## src/hw/x87_pkg.sv

```systemverilog
package x87_pkg;

    // ------------------------------------------------------------------------
    // Data words
    // ------------------------------------------------------------------------
    typedef logic [63:0] fp64_t;
    typedef logic [31:0] fp32_t;
    typedef logic [15:0] x87_word_t;

    // Command codes as delivered by the decoder
    typedef enum logic [4:0] {
        CMD_NOP       = 5'd0,
        CMD_FNSTSW_AX = 5'd1,
        CMD_FNINIT    = 5'd2,
        CMD_FLDCW     = 5'd3,
        CMD_FNSTCW    = 5'd4,
        CMD_FWAIT     = 5'd5,
        CMD_FLD_M32   = 5'd6,
        CMD_FLD_M64   = 5'd7,
        CMD_FSTP_M32  = 5'd8,
        CMD_FSTP_M64  = 5'd9,
        CMD_FLD_STI   = 5'd10,
        CMD_FXCH_STI  = 5'd11,
        CMD_FSTP_STI  = 5'd12,
        CMD_FCOMPP    = 5'd16,
        CMD_FCOM_STI  = 5'd23,
        CMD_FCOMP_STI = 5'd26
    } x87_cmd_e;

    typedef enum logic [1:0] {
        SIZE16 = 2'd0,
        SIZE32 = 2'd1,
        SIZE64 = 2'd2
    } store_size_e;

    typedef enum logic [2:0] {
        WB_NONE = 3'd0,
        WB_AX   = 3'd1
    } wb_kind_e;

    // ------------------------------------------------------------------------
    // Structures passed between the blocks
    // ------------------------------------------------------------------------
    typedef struct packed {
        logic       valid;
        x87_cmd_e   op;
        logic [2:0] idx;
        logic       step_hi;
        fp64_t      load_value;   // already widened to binary64
        x87_word_t  cw_value;
    } x87_req_t;

    typedef struct packed {
        logic        valid;
        store_size_e size;
        fp64_t       data;
    } x87_mem_store_t;

    typedef struct packed {
        logic      valid;
        wb_kind_e  kind;
        x87_word_t value;
    } x87_wb_t;

    // Control word after reset and FNINIT
    localparam x87_word_t FCW_RESET = 16'h037F;

endpackage

```

## src/hw/x87_request_in.sv

```systemverilog
`timescale 1ns/10ps

module x87_request_in
    import x87_pkg::*;
(
    input  logic       clk,
    input  logic       rst,
    input  logic       start,
    input  logic       cmd_valid,
    input  x87_cmd_e   cmd,
    input  logic [2:0] idx,
    input  logic [3:0] step,
    input  fp32_t      mem_rdata32,
    input  fp64_t      mem_rdata64,
    output x87_req_t   req
);

    // Widen binary32 to binary64
    // Zero and denormals keep only the sign, Inf and NaN become +0
    function automatic fp64_t f32_to_f64(input fp32_t f);
        logic [10:0] exp64;
        exp64 = {3'b000, f[30:23]} + 11'd896;
        if (f[30:23] == 8'h00) begin
            return {f[31], 63'd0};
        end else if (f[30:23] == 8'hFF) begin
            return '0;
        end else begin
            return {f[31], exp64, f[22:0], 29'd0};
        end
    endfunction

    fp64_t load_value;

    always_comb begin
        if (cmd == CMD_FLD_M32) begin
            load_value = f32_to_f64(mem_rdata32);
        end else begin
            load_value = mem_rdata64;
        end
    end

    // A request exists only when both strobes are high
    always_comb begin
        req.valid      = start && cmd_valid;
        req.op         = cmd;
        req.idx        = idx;
        req.step_hi    = step[0];
        req.load_value = load_value;
        req.cw_value   = mem_rdata32[15:0];
    end

    // The downstream case statements rely on a clean opcode
    a_cmd_known: assert property (
        @(posedge clk) disable iff (rst) req.valid |-> !$isunknown(cmd)
    ) else $error("x87 command has unknown bits while accepted");

endmodule

```

## src/hw/x87_reg_stack.sv

```systemverilog
`timescale 1ns/10ps

module x87_reg_stack
    import x87_pkg::*;
(
    input  logic     clk,
    input  logic     rst,
    input  x87_req_t req,
    output fp64_t    st0,
    output fp64_t    sti
);

    fp64_t      st [0:7];
    x87_word_t  ftw;
    logic [2:0] top;

    logic [2:0] rd_idx;
    logic [2:0] phys_0;
    logic [2:0] phys_i;
    logic [2:0] phys_push;

    logic       push_en;
    fp64_t      push_value;
    logic [1:0] push_tag;
    logic [1:0] pop_cnt;

    // FCOMPP always works on ST0 and ST1
    assign rd_idx    = (req.op == CMD_FCOMPP) ? 3'd1 : req.idx;
    assign phys_0    = top;
    assign phys_i    = top + rd_idx;
    assign phys_push = top - 3'd1;

    assign st0 = st[phys_0];
    assign sti = st[phys_i];

    // ------------------------------------------------------------------------
    // Command decode into push / pop
    // ------------------------------------------------------------------------
    always_comb begin
        push_en    = 1'b0;
        push_value = req.load_value;
        push_tag   = 2'b00;
        pop_cnt    = 2'd0;
        if (req.valid) begin
            case (req.op)
                CMD_FLD_M32, CMD_FLD_M64: begin
                    push_en = 1'b1;
                end
                CMD_FLD_STI: begin
                    push_en    = 1'b1;
                    push_value = sti;
                    push_tag   = ftw[{phys_i, 1'b0} +: 2];
                end
                CMD_FSTP_M32, CMD_FSTP_STI, CMD_FCOMP_STI: begin
                    pop_cnt = 2'd1;
                end
                CMD_FSTP_M64: begin
                    // Pop only on the second half of the store
                    pop_cnt = req.step_hi ? 2'd1 : 2'd0;
                end
                CMD_FCOMPP: begin
                    pop_cnt = 2'd2;
                end
                default: begin
                end
            endcase
        end
    end

    // Entry storage
    always_ff @(posedge clk) begin
        if (push_en) begin
            st[phys_push] <= push_value;
        end else if (req.valid && req.op == CMD_FXCH_STI) begin
            st[phys_0] <= sti;
            st[phys_i] <= st0;
        end else if (req.valid && req.op == CMD_FSTP_STI) begin
            st[phys_i] <= st0;
        end
    end

    // Tags and top pointer
    always_ff @(posedge clk) begin
        if (rst) begin
            ftw <= 16'hFFFF;
            top <= 3'd0;
        end else if (req.valid) begin
            if (req.op == CMD_FNINIT) begin
                ftw <= 16'hFFFF;
                top <= 3'd0;
            end else if (push_en) begin
                ftw[{phys_push, 1'b0} +: 2] <= push_tag;
                top <= phys_push;
            end else begin
                if (req.op == CMD_FSTP_STI) begin
                    ftw[{phys_i, 1'b0} +: 2] <= ftw[{phys_0, 1'b0} +: 2];
                end
                // Later writes win, so ST0 ends up empty even for FSTP ST(0)
                if (pop_cnt != 2'd0) begin
                    ftw[{phys_0, 1'b0} +: 2] <= 2'b11;
                end
                if (pop_cnt == 2'd2) begin
                    ftw[{phys_i, 1'b0} +: 2] <= 2'b11;
                end
                top <= top + {1'b0, pop_cnt};
            end
        end
    end

    a_top_known: assert property (
        @(posedge clk) disable iff (rst) !$isunknown(top)
    ) else $error("x87 stack top is unknown");

endmodule

```

## src/hw/x87_control_regs.sv

```systemverilog
`timescale 1ns/10ps

module x87_control_regs
    import x87_pkg::*;
(
    input  logic      clk,
    input  logic      rst,
    input  x87_req_t  req,
    input  fp64_t     st0,
    input  fp64_t     sti,
    output x87_word_t fcw,
    output x87_word_t fsw
);

    logic [62:0] mag_a;
    logic [62:0] mag_b;
    logic        cmp_lt;
    logic        cmp_eq;
    logic        is_compare;

    assign mag_a = st0[62:0];
    assign mag_b = sti[62:0];

    // Sign-magnitude compare of ST0 against ST(i)
    always_comb begin
        if (mag_a == '0 && mag_b == '0) begin
            // +0 and -0 are equal
            cmp_lt = 1'b0;
            cmp_eq = 1'b1;
        end else if (st0[63] != sti[63]) begin
            cmp_lt = st0[63];
            cmp_eq = 1'b0;
        end else begin
            cmp_eq = (mag_a == mag_b);
            cmp_lt = st0[63] ? (mag_a > mag_b) : (mag_a < mag_b);
        end
    end

    assign is_compare = (req.op == CMD_FCOM_STI) || (req.op == CMD_FCOMP_STI) ||
                        (req.op == CMD_FCOMPP);

    always_ff @(posedge clk) begin
        if (rst) begin
            fcw <= FCW_RESET;
            fsw <= '0;
        end else if (req.valid) begin
            if (req.op == CMD_FNINIT) begin
                fcw <= FCW_RESET;
                fsw <= '0;
            end else if (req.op == CMD_FLDCW) begin
                fcw <= req.cw_value;
            end else if (is_compare) begin
                // C0, C2, C3
                fsw[8]  <= cmp_lt;
                fsw[10] <= 1'b0;
                fsw[14] <= cmp_eq;
            end
        end
    end

endmodule

```

## src/hw/x87_store_out.sv

```systemverilog
`timescale 1ns/10ps

module x87_store_out
    import x87_pkg::*;
(
    input  logic           clk,
    input  logic           rst,
    input  x87_req_t       req,
    input  fp64_t          st0,
    input  x87_word_t      fcw,
    input  x87_word_t      fsw,
    output x87_mem_store_t memstore,
    output x87_wb_t        wb,
    output logic           done
);

    // Narrow binary64 to binary32 by truncation
    function automatic fp32_t f64_to_f32(input fp64_t d);
        logic [10:0] exp_reb;
        exp_reb = d[62:52] - 11'd896;
        if (d[62:52] == 11'd0) begin
            return {d[63], 31'd0};
        end else if (d[62:52] == 11'h7FF) begin
            return '0;
        end else if (d[62:52] < 11'd896 || d[62:52] > 11'd1151) begin
            return '0;
        end else begin
            return {d[63], exp_reb[7:0], d[51:29]};
        end
    endfunction

    fp64_t latch_data;
    logic  latch_valid;
    logic  fstp64_lo;
    logic  fstp64_hi;

    assign fstp64_lo = req.valid && req.op == CMD_FSTP_M64 && !req.step_hi;
    assign fstp64_hi = req.valid && req.op == CMD_FSTP_M64 && req.step_hi;

    always_ff @(posedge clk) begin
        if (fstp64_lo) begin
            latch_data <= st0;
        end
    end

    always_ff @(posedge clk) begin
        if (rst) begin
            memstore    <= '0;
            wb          <= '0;
            done        <= 1'b0;
            latch_valid <= 1'b0;
        end else begin
            memstore <= '0;
            wb       <= '0;
            done     <= req.valid;
            if (req.valid) begin
                case (req.op)
                    CMD_FNSTCW:    memstore <= '{1'b1, SIZE16, {48'd0, fcw}};
                    CMD_FSTP_M32:  memstore <= '{1'b1, SIZE32, {32'd0, f64_to_f32(st0)}};
                    CMD_FNSTSW_AX: wb <= '{1'b1, WB_AX, fsw};
                    CMD_FNINIT:    latch_valid <= 1'b0;
                    CMD_FSTP_M64: begin
                        if (req.step_hi) begin
                            memstore    <= '{latch_valid, SIZE64, latch_data};
                            latch_valid <= 1'b0;
                        end else begin
                            memstore    <= '{1'b1, SIZE64, st0};
                            latch_valid <= 1'b1;
                        end
                    end
                    default: begin
                    end
                endcase
            end
        end
    end

    // Second half must follow a first half with no FNINIT in between
    a_latch_ready: assert property (
        @(posedge clk) disable iff (rst) fstp64_hi |-> latch_valid
    ) else $error("FSTP m64 step 1 without a latched value");

endmodule

```

## src/hw/x87_exec.sv

```systemverilog
`timescale 1ns/10ps

module x87_exec
    import x87_pkg::*;
(
    input  logic           clk,
    input  logic           rst,

    input  logic           start,
    input  x87_cmd_e       cmd,
    input  logic           cmd_valid,
    input  logic [2:0]     idx,
    input  logic [3:0]     step,

    input  fp32_t          mem_rdata32,
    input  fp64_t          mem_rdata64,

    output x87_mem_store_t memstore,
    output logic           done,
    output x87_wb_t        wb
);

    x87_req_t  req;
    fp64_t     st0;
    fp64_t     sti;
    x87_word_t fcw;
    x87_word_t fsw;

    // ------------------------------------------------------------------------
    // Request capture, state, results
    // ------------------------------------------------------------------------
    x87_request_in request_in_i (
        .clk         (clk),
        .rst         (rst),
        .start       (start),
        .cmd_valid   (cmd_valid),
        .cmd         (cmd),
        .idx         (idx),
        .step        (step),
        .mem_rdata32 (mem_rdata32),
        .mem_rdata64 (mem_rdata64),
        .req         (req)
    );

    x87_reg_stack reg_stack_i (
        .clk (clk),
        .rst (rst),
        .req (req),
        .st0 (st0),
        .sti (sti)
    );

    x87_control_regs control_regs_i (
        .clk (clk),
        .rst (rst),
        .req (req),
        .st0 (st0),
        .sti (sti),
        .fcw (fcw),
        .fsw (fsw)
    );

    x87_store_out store_out_i (
        .clk      (clk),
        .rst      (rst),
        .req      (req),
        .st0      (st0),
        .fcw      (fcw),
        .fsw      (fsw),
        .memstore (memstore),
        .wb       (wb),
        .done     (done)
    );

endmodule

```

## config.mk

```make
export PLATFORM = sky130hd
export DESIGN_NAME = x87_exec
export DESIGN_NICKNAME = d
export VERILOG_FILES = /design/src/hw/x87_pkg.sv /design/src/hw/x87_request_in.sv /design/src/hw/x87_reg_stack.sv /design/src/hw/x87_control_regs.sv /design/src/hw/x87_store_out.sv /design/src/hw/x87_exec.sv
export SDC_FILE = /design/constraint.sdc
export NUM_CORES = 2
export LEC_CHECK = 0
export BUFFER_PORTS_ARGS = -buffer_cell sky130_fd_sc_hd__clkbuf_2
export CAP_MARGIN = 10
export CORE_MARGIN = 2
export CORE_UTILIZATION = 57
export CTS_CLUSTER_SIZE = 30
export DETAILED_ROUTE_END_ITERATION = 12
export GPL_ROUTABILITY_DRIVEN = 0
export HOLD_SLACK_MARGIN = 0.02
export PLACE_DENSITY_LB_ADDON = 0.2
export SKIP_CTS_REPAIR_TIMING = 1
export SLEW_MARGIN = 25
export SYNTH_ARGS = -nofsm -noshare
export SYNTH_HDL_FRONTEND = slang
export SYNTH_SLANG_ARGS = --single-unit
```

## constraint.sdc

```tcl
create_clock -name clk -period 10.85 [get_ports clk]
set_input_delay 0.5425 -clock clk [delete_from_list [all_inputs] [get_ports clk]]
set_output_delay 0.5425 -clock clk [all_outputs]
set_load 0.01 [all_outputs]
```

==> key figures <==
Run status
  • Status: finished, final reports clean

Clock network
  • Clock root buffer: clkbuf_16
  • Clock latency at the later pin of the worst-skew pair: 640 ps
  • Reg clk slew, reported paths: 60 ps
  • TritonCTS clock tree: yes
  • Clock sink count: 672
  • CTS Buf Count: 74
  • Clk buf depth: 3
  • H-Tree Depth: 3

Power
  • PD cells: 142 nW/um^2
  • VDD IR max: 0.115 mV
  • Leak: 14.7 nW

Yosys
  • Cell Area, Synth: 37500 sq um
  • Post-synth ARST share: 0%
  • Post-Syn Instances: 3403
  • Yosys warns: 0
  • Syn avg cell area: 11.0 sq um
  • Seq/Total Area, Yosys: 51.2%
  • Number of synthesized flops with an enable pin: 576
  • Synth Register Bits: 672
  • Prevailing post-synth register cell: edfxtp_1
  • Unique masters post-synth: 73

Detailed routing
  • Vias: 31600
  • Vias per cell: 7.22
  • ANT nets after route: 0
  • DR WL/cell: 31.7 um
  • Initial DRC Count: 5820
  • Residual DRC: 0
  • Pre-antenna DRT Iters: 10
  • Final WL: 139000 um

Timing
  • Slew Limit Fails: 0
  • Setup violators final: 0
  • Final setup TNS: 0 ps
  • RSZ-0062 raised after global routing: no
  • Fmax: 144 MHz
  • Fin Clk Skew: 35.1 ps
  • Hold Vio Cnt, Final: 0
  • Min cycle time layout: 6940 ps
  • Slew at the pin with the worst max-slew slack: 1210 ps
  • Period Utilization, post-route: 63.9%
  • Worst rel slew slack: 18.4%

Worst hold path
  • Hold Crit Start: mem_rdata32[11]
  • Min-delay worst type: primary input to flop
  • Hold Path End: control_regs_i.fcw[11]
  • WHS Path Cells: 3

Floorplanning
  • Die ar.: 67900 sq um
  • Die Width: 261 um
  • Core area: 65500 sq um
  • Ports: 200
  • Die Y: 261 um
  • # rows: 94
  • Initial Util: 57.3%

Setup path
  • Crit path cell chain: clkbuf_2, nor4_4, nand2_1, nand2b_1, ha_4, inv_1, fa_4, xnor2_1, xor2_4, buf_4, mux2_2, o22ai_1, nor2_1, inv_1, ha_1, nand2_1, nor3_1, nand3_1, nor4_1, and4b_1, o21ai_0, o221ai_1
  • Worst Reg-to-Reg Cells: 18
  • Required @ worst endpoint: 11390 ps
  • R2r endpoint: control_regs_i.fsw[14]
  • Critical path's slowest cell: nor4_1
  • RR Startpoint: reg_stack_i.phys_0[0]
  • Max stage delay on crit path: 850 ps
  • CP Class: primary input to flop
  • R2r setup slk: 4240 ps
  • Crit end category: flop
  • CP max FO: 38
  • CP Data Arrival Time: 7480 ps
  • Startpoint types: primary input

Finish
  • Nets: 3619
  • Fill cells: 5006
  • Utilization after layout: 63.3%
  • Most common cell after layout, fill and taps aside: edfxtp_1
  • Syn-to-layout area delta: 10.4%
  • Most frequent cells in the layout: 576 x edfxtp_1, 527 x nor2_1, 455 x a21oi_1
  • Layout cell share with drive strength beyond 1: 19.6%

Place
  • Final HPWL DP: 87600 um
  • Port Buf Inserts: 180

Global routing
  • First-pass GRT wire length: 199000 um
  • GRT Resource Usage Total: 40.6%
  • Vias in the first global route: 30300
  • Pin count of the biggest net entering global routing: 77
  • Grt ovf: 0
  • Initial antenna violation count: 5

Job
  • Max Cap Viol: 0
-- worst max path at each step --
stage / depth (start not counted) / slack, ps / to / startpoint
6_report: 22 / 3910 / control_regs_i.fsw[14] / cmd[0]
5_1_grt: 22 / 3640 / control_regs_i.fsw[8] / cmd[0]
3_3_place_gp: 22 / 3610 / control_regs_i.fsw[8] / cmd[0]
2_1_floorplan: 9 / 3870 / reg_stack_i.st[3][0] / cmd[1]
3_5_place_dp: 22 / 3520 / control_regs_i.fsw[8] / cmd[0]
4_1_cts: 22 / 4120 / control_regs_i.fsw[8] / cmd[0]
-- critical path, delay by kind of cell --
kind | cells | cell delay (ps)
AOI/OAI and AO/OA | 3 | 370
xor gates and xnor gates | 2 | 1350
adders and majority gates | 3 | 920
buffers and inverters | 4 | 1090
muxes | 1 | 300
and+or+nand+nor | 9 | 2870
-- metrics by stage --
| stage | setup WS (ps) | power [mW] | instances | hold slack [ps] | cell area, sq um |
|---|---|---|---|---|---|
| final | 3910 | 5.87 | 4368 | 213 | 41400 |
| after global routing | 3640 | 5.97 | 4366 | 218 | 41400 |
| after CTS | 4120 | 5.82 | 4354 | 185 | 41400 |
| after detailed placement | 3520 | 3.43 | 4217 | 447 | 39000 |
| after global placement | 3610 | 3.41 | 4213 | 439 | 39000 |
| after floorplan | 3870 | 3.24 | 3418 | 421 | 37600 |
-- power breakdown --
group,switching (mW),internal (mW),total (mW)
Combinational,0.378,0.203,0.581
Sequential,0.00510,2.82,2.82
Clock,1.08,1.39,2.46
Total,1.46,4.41,5.87
-- final cells by class --
cell class | instances | area [sq um] | area share (%)
well taps | 864 | 1080 | 2.61
clock inverters | 30 | 223 | 0.537
diodes | 3 | 7.51 | 0.0181
repair buffers | 257 | 1520 | 3.66
multi-input cells | 2398 | 17200 | 41.4
inverters | 37 | 139 | 0.335
flip-flops and latches | 672 | 19200 | 46.4
clock buffers | 107 | 2090 | 5.04
-- synthesized netlist by cell type (16+ instances only) --
cell | number | area share, %
a21o_1 | 18 | 0.36
a21oi_1 | 455 | 6.1
a221oi_1 | 28 | 0.65
a222oi_1 | 16 | 0.43
a22oi_1 | 29 | 0.58
buf_1 | 32 | 0.32
buf_2 | 54 | 0.72
buf_4 | 29 | 0.58
clkbuf_1 | 189 | 1.9
dfxtp_1 | 96 | 5.1
edfxtp_1 | 576 | 46
ha_1 | 65 | 2.2
inv_1 | 36 | 0.36
mux2_2 | 56 | 1.7
mux2i_1 | 85 | 2.3
mux4_2 | 225 | 13
nand2_1 | 385 | 3.8
nand3_1 | 27 | 0.36
nand4_1 | 22 | 0.37
nor2_1 | 538 | 5.4
nor3_1 | 38 | 0.51
nor4_1 | 30 | 0.50
o21ai_0 | 207 | 2.8
-- sequential cells by signal, summed over array words and instances, names as in the netlist, named ones only --
name,flops
store_out_i.done,1
control_regs_i.fcw,16
store_out_i.memstore,67
store_out_i.latch_data,64
control_regs_i.fsw,2
reg_stack_i.phys_0,3
reg_stack_i.st,512
store_out_i.latch_valid,1
store_out_i.wb,3
-- per-layer routing --
| metal | up-vias | global-route usage [%] | share of wire (%) |
|---|---|---|---|
| met5 | - | 0 | 0.0094 |
| met4 | 2 | 27.3 | 8.2 |
| met3 | 659 | 12.7 | 17 |
| met2 | 3068 | 58.9 | 43 |
| met1 | 15000 | 52.6 | 32 |
| li1 | 12800 | - | - |
-- logic make-up (layout without fill, tap and decap cells) --
kind of cell / after synthesis / after routing / share of synthesized area [%]
muxes: 370 / 370 / 17.6
DFF: 672 / 672 / 51.2
buffers and inverters: 348 / 431 / 4.09
xor gates and xnor gates: 5 / 5 / 0.117
other: 1 / 19 / 0.00999
adders and majority gates: 68 / 68 / 2.30
AOI/OAI and AO/OA: 834 / 834 / 12.5
and+or+nand+nor: 1105 / 1105 / 12.2
Note: power is estimated with default switching activity, not from simulation.
